$ cat src/verilog/rv_isa_pkg.sv
package rv_isa_pkg;

    typedef logic [4:0] reg_addr_t;

    // x8, first register a 3-bit compressed field can name
    localparam reg_addr_t CREG_BASE = 5'd8;

    // major opcode, inst[6:2]
    typedef enum logic [4:0] {
        OPC_OP_IMM    = 5'b00100,
        OPC_AUIPC     = 5'b00101,
        OPC_OP_IMM_32 = 5'b00110,
        OPC_OP        = 5'b01100,
        OPC_LUI       = 5'b01101,
        OPC_OP_32     = 5'b01110
    } opc_e;

    localparam logic [2:0] F3_ADD  = 3'b000;
    localparam logic [2:0] F3_SLL  = 3'b001;
    localparam logic [2:0] F3_SLT  = 3'b010;
    localparam logic [2:0] F3_SLTU = 3'b011;
    localparam logic [2:0] F3_XOR  = 3'b100;
    localparam logic [2:0] F3_SR   = 3'b101;
    localparam logic [2:0] F3_OR   = 3'b110;
    localparam logic [2:0] F3_AND  = 3'b111;

    localparam logic [6:0] F7_BASE = 7'b0000000;
    localparam logic [6:0] F7_ALT  = 7'b0100000;

    // rv64 immediate shifts, shamt[5] sits in bit 25
    localparam logic [5:0] F6_BASE = 6'b000000;
    localparam logic [5:0] F6_ALT  = 6'b010000;

    // inst[1:0], 2'b11 marks a full 32-bit word
    typedef enum logic [1:0] {
        CQ0     = 2'b00,
        CQ1     = 2'b01,
        CQ2     = 2'b10,
        CQ_NONE = 2'b11
    } cq_e;

    localparam logic [2:0] CF3_ADDI     = 3'b000;
    localparam logic [2:0] CF3_LI       = 3'b010;
    localparam logic [2:0] CF3_MISC_ALU = 3'b100;
    localparam logic [2:0] CF3_SLLI     = 3'b000;
    localparam logic [2:0] CF3_MV_ADD   = 3'b100;

endpackage
$ cat src/verilog/decode_pkg.sv
package decode_pkg;

    localparam int DATA_W  = 32;
    localparam int INST_W  = 32;
    localparam int CINST_W = 16;

    typedef enum logic {
        PIPE_XARITH = 1'b0,
        PIPE_XLOGIC = 1'b1
    } pipe_e;

    typedef enum logic {
        XARITH_OP_ADD = 1'b0,
        XARITH_OP_SLT = 1'b1
    } xarith_op_e;

    typedef enum logic [1:0] {
        XLOGIC_OP_AND = 2'b00,
        XLOGIC_OP_OR  = 2'b01,
        XLOGIC_OP_XOR = 2'b10,
        XLOGIC_OP_SHF = 2'b11
    } xlogic_op_e;

    typedef struct packed {
        xarith_op_e opsel;
        logic       sub;
        logic       unsgn;
        logic       word;
    } xarith_ctl_t;

    typedef struct packed {
        xlogic_op_e opsel;
        logic       invert;
        logic       word;
        logic       right;
        logic       arith;
    } xlogic_ctl_t;

    typedef struct packed {
        logic                  legal;
        rv_isa_pkg::reg_addr_t rd;
        rv_isa_pkg::reg_addr_t rs2;
        rv_isa_pkg::reg_addr_t rs1;
        logic [DATA_W-1:0]     imm;
        pipe_e                 pipe;
        xarith_ctl_t           xarith;
        xlogic_ctl_t           xlogic;
    } bundle_t;

    // width of a slot count held as count minus one
    function automatic int count_w(input int slots);
        return (slots > 1) ? $clog2(slots) : 1;
    endfunction

endpackage

$ cat src/verilog/decode_top.sv
`timescale 1ns/100ps
`default_nettype none

module decode_top #(
    parameter int P_SLOTS = 2
) (
    input  logic                                   i_clk,
    input  logic                                   i_rst_n,
    input  logic [decode_pkg::INST_W-1:0]          i_inst [P_SLOTS],
    input  logic [P_SLOTS-1:0]                     i_compressed,
    input  logic [decode_pkg::count_w(P_SLOTS)-1:0] i_count,
    input  logic                                   i_input_valid,
    input  logic                                   i_output_ready,
    output logic                                   o_input_ready,
    output logic                                   o_output_valid,
    output decode_pkg::bundle_t                    o_bundle [P_SLOTS],
    output logic [decode_pkg::count_w(P_SLOTS)-1:0] o_count
);
    import decode_pkg::*;

    bundle_t full_bundle [P_SLOTS];
    bundle_t comp_bundle [P_SLOTS];

    // both decoders see every slot, the stage picks
    generate
        for (genvar s = 0; s < P_SLOTS; s++) begin : g_slot
            rv_full_decode u_full (
                .i_inst   (i_inst[s]),
                .o_bundle (full_bundle[s])
            );

            rv_comp_decode u_comp (
                .i_inst   (i_inst[s][CINST_W-1:0]),
                .o_bundle (comp_bundle[s])
            );
        end
    endgenerate

    decode_stage #(
        .P_SLOTS (P_SLOTS)
    ) u_stage (
        .i_clk          (i_clk),
        .i_rst_n        (i_rst_n),
        .i_input_valid  (i_input_valid),
        .o_input_ready  (o_input_ready),
        .i_full         (full_bundle),
        .i_comp         (comp_bundle),
        .i_compressed   (i_compressed),
        .i_count        (i_count),
        .i_output_ready (i_output_ready),
        .o_output_valid (o_output_valid),
        .o_bundle       (o_bundle),
        .o_count        (o_count)
    );

endmodule

`default_nettype wire

$ cat src/verilog/decode_stage.sv
`timescale 1ns/100ps
`default_nettype none

module decode_stage #(
    parameter int P_SLOTS = 2
) (
    input  logic                                   i_clk,
    input  logic                                   i_rst_n,
    input  logic                                   i_input_valid,
    output logic                                   o_input_ready,
    input  decode_pkg::bundle_t                    i_full [P_SLOTS],
    input  decode_pkg::bundle_t                    i_comp [P_SLOTS],
    input  logic [P_SLOTS-1:0]                     i_compressed,
    input  logic [decode_pkg::count_w(P_SLOTS)-1:0] i_count,
    input  logic                                   i_output_ready,
    output logic                                   o_output_valid,
    output decode_pkg::bundle_t                    o_bundle [P_SLOTS],
    output logic [decode_pkg::count_w(P_SLOTS)-1:0] o_count
);
    import decode_pkg::*;

    bundle_t                      picked [P_SLOTS];
    bundle_t                      bundle_q [P_SLOTS];
    logic [count_w(P_SLOTS)-1:0]  count_q;
    logic                         valid_q;
    logic                         take_in;

    always_comb begin
        for (int s = 0; s < P_SLOTS; s++) begin
            picked[s] = i_compressed[s] ? i_comp[s] : i_full[s];
        end
    end

    // register free, or drained this cycle
    assign o_input_ready = !valid_q || i_output_ready;
    assign take_in = i_input_valid && o_input_ready;

    always_ff @(posedge i_clk or negedge i_rst_n) begin
        if (!i_rst_n) begin
            valid_q <= 1'b0;
        end else if (o_input_ready) begin
            valid_q <= i_input_valid;
        end
    end

    // holds while stalled
    always_ff @(posedge i_clk or negedge i_rst_n) begin
        if (!i_rst_n) begin
            for (int s = 0; s < P_SLOTS; s++) begin
                bundle_q[s] <= '0;
            end
            count_q <= '0;
        end else if (take_in) begin
            for (int s = 0; s < P_SLOTS; s++) begin
                bundle_q[s] <= picked[s];
            end
            count_q <= i_count;
        end
    end

    assign o_output_valid = valid_q;
    assign o_bundle = bundle_q;
    assign o_count = count_q;

endmodule

`default_nettype wire

$ cat src/verilog/rv_comp_decode.sv
`timescale 1ns/100ps
`default_nettype none

module rv_comp_decode (
    input  logic [decode_pkg::CINST_W-1:0] i_inst,
    output decode_pkg::bundle_t            o_bundle
);
    import rv_isa_pkg::*;
    import decode_pkg::*;

    cq_e               quadrant;
    logic [2:0]        funct3;
    reg_addr_t         rd_full;
    reg_addr_t         rs2_full;
    reg_addr_t         rd_prime;
    reg_addr_t         rs2_prime;
    logic [5:0]        imm6;
    logic [DATA_W-1:0] imm_sext;
    logic [DATA_W-1:0] imm_zext;
    bundle_t           dec;

    assign quadrant = cq_e'(i_inst[1:0]);
    assign funct3   = i_inst[15:13];
    assign rd_full  = i_inst[11:7];
    assign rs2_full = i_inst[6:2];

    // x8..x15
    assign rd_prime  = CREG_BASE + reg_addr_t'(i_inst[9:7]);
    assign rs2_prime = CREG_BASE + reg_addr_t'(i_inst[4:2]);

    assign imm6     = {i_inst[12], i_inst[6:2]};
    assign imm_sext = {{(DATA_W-6){imm6[5]}}, imm6};
    assign imm_zext = {{(DATA_W-6){1'b0}}, imm6};

    always_comb begin
        dec = '0;
        case (quadrant)
            CQ1: begin
                case (funct3)
                    CF3_ADDI: begin
                        dec.legal = 1'b1;
                        dec.rd = rd_full;
                        dec.rs1 = rd_full;
                        dec.imm = imm_sext;
                    end
                    // rs1 stays x0
                    CF3_LI: begin
                        dec.legal = rd_full != '0;
                        dec.rd = rd_full;
                        dec.imm = imm_sext;
                    end
                    CF3_MISC_ALU: begin
                        dec.rd = rd_prime;
                        dec.rs1 = rd_prime;
                        case (i_inst[11:10])
                            // srli, srai
                            2'b00, 2'b01: begin
                                dec.legal = 1'b1;
                                dec.imm = imm_zext;
                                dec.pipe = PIPE_XLOGIC;
                                dec.xlogic.opsel = XLOGIC_OP_SHF;
                                dec.xlogic.right = 1'b1;
                                dec.xlogic.arith = i_inst[10];
                            end
                            2'b10: begin
                                dec.legal = 1'b1;
                                dec.imm = imm_sext;
                                dec.pipe = PIPE_XLOGIC;
                                dec.xlogic.opsel = XLOGIC_OP_AND;
                            end
                            // bit 12 set is subw/addw, not handled here
                            2'b11: begin
                                dec.legal = !i_inst[12];
                                dec.rs2 = rs2_prime;
                                dec.pipe = (i_inst[6:5] == 2'b00) ? PIPE_XARITH : PIPE_XLOGIC;
                                case (i_inst[6:5])
                                    2'b00: dec.xarith.sub = 1'b1;
                                    2'b01: dec.xlogic.opsel = XLOGIC_OP_XOR;
                                    2'b10: dec.xlogic.opsel = XLOGIC_OP_OR;
                                    2'b11: dec.xlogic.opsel = XLOGIC_OP_AND;
                                endcase
                            end
                        endcase
                    end
                    default: begin
                        dec.legal = 1'b0;
                    end
                endcase
            end
            CQ2: begin
                case (funct3)
                    CF3_SLLI: begin
                        dec.legal = rd_full != '0;
                        dec.rd = rd_full;
                        dec.rs1 = rd_full;
                        dec.imm = imm_zext;
                        dec.pipe = PIPE_XLOGIC;
                        dec.xlogic.opsel = XLOGIC_OP_SHF;
                    end
                    // mv reads x0 as rs1, add reads rd
                    CF3_MV_ADD: begin
                        dec.legal = (rd_full != '0) && (rs2_full != '0);
                        dec.rd = rd_full;
                        dec.rs1 = i_inst[12] ? rd_full : '0;
                        dec.rs2 = rs2_full;
                    end
                    default: begin
                        dec.legal = 1'b0;
                    end
                endcase
            end
            default: begin
                dec.legal = 1'b0;
            end
        endcase
    end

    assign o_bundle = dec.legal ? dec : '0;

endmodule

`default_nettype wire

$ cat src/verilog/rv_full_decode.sv
`timescale 1ns/100ps
`default_nettype none

module rv_full_decode (
    input  logic [decode_pkg::INST_W-1:0] i_inst,
    output decode_pkg::bundle_t           o_bundle
);
    import rv_isa_pkg::*;
    import decode_pkg::*;

    opc_e              opcode;
    cq_e               quadrant;
    logic [2:0]        funct3;
    logic [6:0]        funct7;
    logic              reg_op;
    logic              word;
    logic              f7_base;
    logic              f7_alt;
    logic              imm_base;
    logic              imm_alt;
    logic [DATA_W-1:0] imm_i;
    logic [DATA_W-1:0] imm_u;
    bundle_t           dec;

    assign opcode   = opc_e'(i_inst[6:2]);
    assign quadrant = cq_e'(i_inst[1:0]);
    assign funct3   = i_inst[14:12];
    assign funct7   = i_inst[31:25];

    assign reg_op = (opcode == OPC_OP) || (opcode == OPC_OP_32);
    assign word   = (opcode == OPC_OP_IMM_32) || (opcode == OPC_OP_32);

    assign f7_base = funct7 == F7_BASE;
    assign f7_alt  = funct7 == F7_ALT;

    // shamt is 6 bits wide for rv64, 5 bits for the word forms
    assign imm_base = word ? f7_base : (funct7[6:1] == F6_BASE);
    assign imm_alt  = word ? f7_alt : (funct7[6:1] == F6_ALT);

    assign imm_i = {{(DATA_W-12){i_inst[31]}}, i_inst[31:20]};
    assign imm_u = {i_inst[31:12], 12'h000};

    always_comb begin
        dec = '0;
        dec.rd  = i_inst[11:7];
        dec.rs1 = i_inst[19:15];
        dec.rs2 = i_inst[24:20];

        case (opcode)
            OPC_OP_IMM, OPC_OP_IMM_32, OPC_OP, OPC_OP_32: begin
                dec.imm = reg_op ? '0 : imm_i;
                case (funct3)
                    // add, sub and their word forms
                    F3_ADD: begin
                        dec.legal = !reg_op || f7_base || f7_alt;
                        dec.pipe = PIPE_XARITH;
                        dec.xarith.opsel = XARITH_OP_ADD;
                        dec.xarith.sub = reg_op && funct7[5];
                        dec.xarith.word = word;
                    end
                    F3_SLL: begin
                        dec.legal = reg_op ? f7_base : imm_base;
                        dec.pipe = PIPE_XLOGIC;
                        dec.xlogic.opsel = XLOGIC_OP_SHF;
                        dec.xlogic.word = word;
                    end
                    // logical or arithmetic by bit 30
                    F3_SR: begin
                        dec.legal = reg_op ? (f7_base || f7_alt) : (imm_base || imm_alt);
                        dec.pipe = PIPE_XLOGIC;
                        dec.xlogic.opsel = XLOGIC_OP_SHF;
                        dec.xlogic.word = word;
                        dec.xlogic.right = 1'b1;
                        dec.xlogic.arith = i_inst[30];
                    end
                    // no word forms
                    F3_SLT, F3_SLTU: begin
                        dec.legal = !word && (!reg_op || f7_base);
                        dec.pipe = PIPE_XARITH;
                        dec.xarith.opsel = XARITH_OP_SLT;
                        dec.xarith.unsgn = funct3 == F3_SLTU;
                    end
                    F3_XOR, F3_OR, F3_AND: begin
                        dec.legal = !word && (!reg_op || f7_base);
                        dec.pipe = PIPE_XLOGIC;
                        dec.xlogic.opsel = (funct3 == F3_XOR) ? XLOGIC_OP_XOR :
                                           (funct3 == F3_OR)  ? XLOGIC_OP_OR  : XLOGIC_OP_AND;
                    end
                endcase
            end
            // auipc adds the pc in the unit
            OPC_LUI, OPC_AUIPC: begin
                dec.legal = 1'b1;
                dec.imm = imm_u;
                dec.pipe = PIPE_XARITH;
                dec.xarith.opsel = XARITH_OP_ADD;
            end
            default: begin
                dec.legal = 1'b0;
            end
        endcase

        // a compressed encoding is never a 32-bit instruction
        if (quadrant != CQ_NONE) begin
            dec.legal = 1'b0;
        end
    end

    assign o_bundle = dec.legal ? dec : '0;

endmodule

`default_nettype wire

$ cat config.mk
export PLATFORM = sky130hd
export DESIGN_NAME = decode_top
export DESIGN_NICKNAME = d
export VERILOG_FILES = /design/src/verilog/rv_isa_pkg.sv /design/src/verilog/decode_pkg.sv /design/src/verilog/decode_top.sv /design/src/verilog/decode_stage.sv /design/src/verilog/rv_comp_decode.sv /design/src/verilog/rv_full_decode.sv
export SDC_FILE = /design/constraint.sdc
export NUM_CORES = 1
export LEC_CHECK = 0
export ABC_AREA = 1
export BUFFER_PORTS_ARGS = -buffer_cell sky130_fd_sc_hd__buf_4
export CORE_MARGIN = 4
export CORE_UTILIZATION = 54
export DETAILED_ROUTE_END_ITERATION = 8
export PLACE_DENSITY = 0.82
export SYNTH_ARGS = -nofsm -noshare
export SYNTH_HDL_FRONTEND = slang
export SYNTH_SLANG_ARGS = --single-unit
$ cat constraint.sdc
create_clock -name i_clk -period 1.7 [get_ports i_clk]
set_input_delay 0.34 -clock i_clk [delete_from_list [all_inputs] [get_ports i_clk]]
set_output_delay 0.34 -clock i_clk [all_outputs]
set_load 0.02 [all_outputs]
; Word level (Yosys, flattened, before mapping)
; Cells that the tools add are included.
; Widths: inputs -> output; s select.
[word_totals]
latchBits = 0
mem_count = 0
ff_bits = 120
rom_bits = 0
mem_bits_rw = 0
inputBits = 71
[op_classes]
div_mod_pow = 0
addsub = 4
reduce_logical = 67
n_bitwise = 0
n_mux = 110
eq_ne = 50
shift = 0
magnitude_cmp = 0
n_mul = 0
[ops]
columns = op, n
row1 = $mux 59, 6
row2 = $pmux 32 s2, 4
row3 = $pmux 48 s2, 2
row4 = $pmux 34 s2, 2
row5 = $mux 32, 2
row6 = $mux 5, 12
row7 = $pmux 5 s2, 6
row8 = $mux 1, 34
row9 = $eq 3x3->1 const B, 10
row10 = $eq 5x3->1 const B, 6
row11 = $eq 5x4->1 const B, 6
row12 = $mux 2, 14
row13 = $pmux 1 s2, 12
row14 = $pmux 2 s2, 6
row15 = $reduce_or 2->1, 12
row16 = $add 4x3->5 const A, 4
row17 = $reduce_bool 5->1, 4
row18 = $reduce_or 5->1, 4
row19 = $eq 3x2->1 const B, 6
row20 = $reduce_or 3->1, 6
row21 = $eq 2x2->1 const B, 8
row22 = $eq 7x6->1 const B, 2
row23 = $logic_not 7->1, 2
row24 = $mux 7, 2
row25 = other kinds (15), 59

; Depth between registers and ports, before layout
[depth]
depth_word = 10
ltp_mapped = 13

; Modules after synthesis
; A second synthesis with hierarchy kept.
[hier_totals]
hier_cells = 1506
area_unflattened_um2 = 9200.1
[by_module_without_submodules]
columns = module, seq_area_each_um2, cells_per_inst, instances, area_each_um2
row1 = decode_stage, 3002.9, 890, 1, 5979.5
row2 = rv_comp_decode, 0.0, 155, 2, 839.6
row3 = rv_full_decode, 0.0, 153, 2, 770.7

; Worst setup path before layout
; Ideal clock, no wire load.
[synth_path]
kind = register to register
startpoint = register u_stage.valid_q (netlist: u_stage.o_output_valid)
endpoint = register u_stage.bundle_q, in the netlist u_stage.o_bundle[4]
n_path_buf = 3
required_ns = 1.632
setup_time_ns = 0.068
path_stages_with_launch = 8
t_arrival_ns = 1.620
slack_ns = 0.012
cell_sequence = dfrtp_1 -> nand2_1 -> nand2_1 -> buf_2 -> clkbuf_1 -> clkbuf_1 -> nand2_1 -> nand3_1
[synth_between]
elab_chain_len = 3
[synth_rtl]
columns = item, line_no
row1 = start: declaration, decode_stage.sv:25  ; logic valid_q;
row2 = start signal: assignment, decode_stage.sv:42  ; valid_q <= i_input_valid;
row3 = $logic_not 1->1, decode_stage.sv:35  ; assign o_input_ready = !valid_q || i_output_ready;
row4 = $logic_or 1x1->1, decode_stage.sv:35
row5 = named net o_input_ready, decode_top.sv:14  ; output logic o_input_ready,
row6 = $logic_and 1x1->1, decode_stage.sv:36  ; assign take_in = i_input_valid && o_input_ready;
row7 = end signal: indexed assignment, decode_stage.sv:55  ; bundle_q[s] <= picked[s];
row8 = end: declaration, decode_stage.sv:23  ; bundle_t bundle_q [P_SLOTS];
; The timed path passes the listed nets, and every way through them passes these cells.
; A chain may end at the register's enable or synchronous reset.

; Worst setup path after layout
[layout_path]
startpoint = input port i_inst[46] (netlist name)
endpoint = register u_stage.bundle_q, in the netlist u_stage.o_bundle[109]
[layout_between]
elab_chain_len = 7
word_cells_on_any_way = 24
classes_between = eq/ne (9) / mux (12) / reduce/logical (3)
[layout_rtl]
columns = item, line_no
row1 = start: declaration, decode_top.sv:9  ; input logic [decode_pkg::INST_W-1:0] i_inst [P_SLOTS],
row2 = $eq 3x2->1 / $eq 3x3->1 (equally long branches), rv_full_decode.sv:52  ; case (funct3)
row3 = $reduce_or 5->1 (no line), n/a
row4 = $pmux 1 s4, rv_full_decode.sv:52
row5 = $pmux 1 s2, rv_full_decode.sv:49  ; case (opcode)
row6 = $mux 1, rv_full_decode.sv:104  ; if (quadrant != CQ_NONE) begin
row7 = $mux 59, rv_full_decode.sv:109  ; assign o_bundle = dec.legal ? dec : '0;
row8 = $mux 59 *, decode_stage.sv:30  ; picked[s] = i_compressed[s] ? i_comp[s] : i_full[s];
; Mark *: on every way between the ends. The rest lies on a longest branch, timed or not.

==> results.md <==
* Worst R2R Setup Slack at 0.17 ns
* Fmax at 649 MHz
* CTS Hold Bufs at 1
* Core area at 13,200 µm²
* Max VDD drop at 0.492 mV
* Area leader, netlist: dfrtp_1
* # resized after CTS at 0
* Hold endpoint: u_stage.o_count
* Post-synth EDFFs at 0
* Post-Place Worst Slack at -0.135 ns
* Top Ports at 192
* Worst path required time at 2.05 ns
* Vias at 8,374
* Clock latency on the worst-skew pair at 0.42 ns
* Largest fanout on the critical path at 5
* Count leader, synth: nand2_1
* Nature of the critical path endpoint: flip-flop
* DR pass1 iterations at 7
* Root Buffer: clkbuf_16
* Die H at 124 µm
* Max_cap viols at 0
* Final Non-Filler Cells at 1,492
* Routability congestion estimate at 1.06
* Inserted Diodes at 0
* Lkg Pwr at 5.51 nW
* First-pass GRT wire length at 38,100 µm
* Synthesized cell area at 7230 µm²
* Synth Register Bits at 118
* Wire per inst at 16.5 µm
* Synth cell count leaders: nand2_1, nor2_1, dfrtp_1, nand3_1, inv_1
* CP Launch Type: input port
* Fin crit share at 0.906
* Worst Hold Class: in2reg
* Clock sink count at 118
* Synthesis-to-finish area growth at 37.3%
* R2R Path End: u_stage.o_bundle[44]
* Crit path kind: in2reg
* Initial antenna violation count at 0
* FF-to-FF path depth at 7
* Hold path startpoint: i_count
* Hold Vio Cnt, Final at 0
* Post-detail-place hpwl at 18,500 µm
* Vias per inst at 5.61
* Hold Path Depth at 3
* PD cells at 779 nW/µm²
* # Post-CTS Setup Buffers at 0
* Clock buffer depth at 2
* Synth async-reset ratio at 1.00
* Post-synthesis cell type count at 33
* GRT overflow at 0
* Layout cells sized above 1 at 0.271
* Die area at 15,300 µm²
* DRT iter0 DRCs at 969
* Layout Nets at 1,382
* Synth top area cells: dfrtp_1, nand2_1, nor2_1
* H-tree depth at 4
* RSZ-0062 raised after global routing: false
* Setup WS post-layout at 0.159 ns
* TritonCTS clock tree: done
* Syn Area/Cell at 6.84 µm²
* Placed insts at 1,461
* Worst r2r src: u_stage.o_output_valid
* Final setup violation count at 0
* Post-route minimum period at 1.54 ns
* Total Wirelength at 24,700 µm
* Max Slew Vio Count at 0
* Vias in the first global route at 7,746
* Ys flop type: dfrtp_1
* DR DRC count at 0
* Yosys warnings at 0
* Status: completed
* Clock-pin slew on the worst setup and hold paths at 0.06 ns
* Sequential-to-total area share from yosys stat at 0.409
* Rows at 42
* Inserted Clock Buffers at 17
* I/O Buffers at 189
* Initial Util at 0.548
* Yosys top cell area share at 0.409
* Total Routing Usage GR at 0.321
* Largest net degree at the start of global routing at 82
* Worst EP arrival at 1.90 ns
* Syn Inst Count at 1,057
* Antenna viol nets, final at 0
* Fin Clk Skew at 0.00700 ns
* DIE WIDTH at 124 µm
-- per-stage QoR --
step,utilization,hold slack [ns],total power [W],area [µm²],setup TNS (ns)
after detailed placement,0.712,0.402,0.00457,9390,-5.16
after floorplan,-,0.0444,0.00379,7230,0
after global placement,0.712,0.393,0.00455,9390,-3.60
after CTS,0.752,0.110,0.00774,9920,0
after global routing,0.752,0.128,0.00801,9920,0
final,0.752,0.114,0.00773,9920,0
-- placed cells by master (no fill, tap or decap), types with 2 or more instances in the layout --
cell type,instances
nand2_4,5
buf_12,5
or2_2,8
nand3_1,109
nor3_1,8
nand2_2,2
clkbuf_16,17
inv_1,103
clkbuf_8,2
o31ai_1,3
a21oi_1,39
nand3_2,2
nor2_1,170
o21ai_0,33
clkinvlp_4,4
nand2_1,264
o21ai_2,2
dfrtp_1,118
o21ai_1,13
nor2_4,2
nor2_2,5
conb_1,2
clkbuf_1,3
ha_1,6
a31oi_1,14
nand4_1,68
clkinv_2,4
buf_4,292
inv_2,4
-- critical path, stage by stage --
cell,delay (ns)
buf_4,0.14
nor2_2,0.21
nand2_1,0.15
nor2_1,0.24
nand2_1,0.18
o21ai_0,0.22
nand4_1,0.17
o21ai_1,0.11
nand2_1,0.06
nand2_1,0.06
-- registers in the layout (all words and copies together) (netlist names) --
| name | flops |
|---|---|
| u_stage.o_bundle | 116 |
| u_stage.o_count | 1 |
| u_stage.o_output_valid | 1 |
-- worst max-delay path by stage --
| stage | startpoint | to | cells after the start |
|---|---|---|---|
| after CTS | u_stage.o_output_valid | u_stage.o_bundle[44] | 7 |
| after floorplan | u_stage.o_output_valid | u_stage.o_bundle[4] | 7 |
| final | i_inst[46] | u_stage.o_bundle[109] | 10 |
| after global placement | i_inst[46] | u_stage.o_bundle[109] | 10 |
| after detailed placement | i_inst[46] | u_stage.o_bundle[109] | 10 |
| after global routing | i_inst[46] | u_stage.o_bundle[107] | 10 |
-- routing by layer --
metal | routed length [µm] | track usage | vias up
li1 | - | - | 3919
met1 | 9070 | 0.381 | 3860
met2 | 12400 | 0.554 | 489
met3 | 2150 | 0.0677 | 106
met4 | 1100 | 0.149 | 0
met5 | 0 | 0 | -
-- power by group --
part	internal (W)	switching (W)
sequential	0.00294	0.0000804
combinational	0.000590	0.000942
clock	0.00191	0.00127
-- cell type report --
type	count	area, µm²
Clock inverter	8	53.8
Fill cell	1075	3270
Sequential cell	118	2950
Inverter	108	407
Clock buffer	22	464
Multi-Input combinational cell	762	3520
Timing Repair Buffer	298	2300
Tap cell	176	220
-- cell families after synthesis --
logic type,synth area share
adders and majority gates,0.0104
other,0.000519
and+or+nand+nor,0.394
AOI/OAI and AO/OA,0.0805
buffers and inverters,0.106
DFF,0.409
Power figures use the tool's default switching activity.
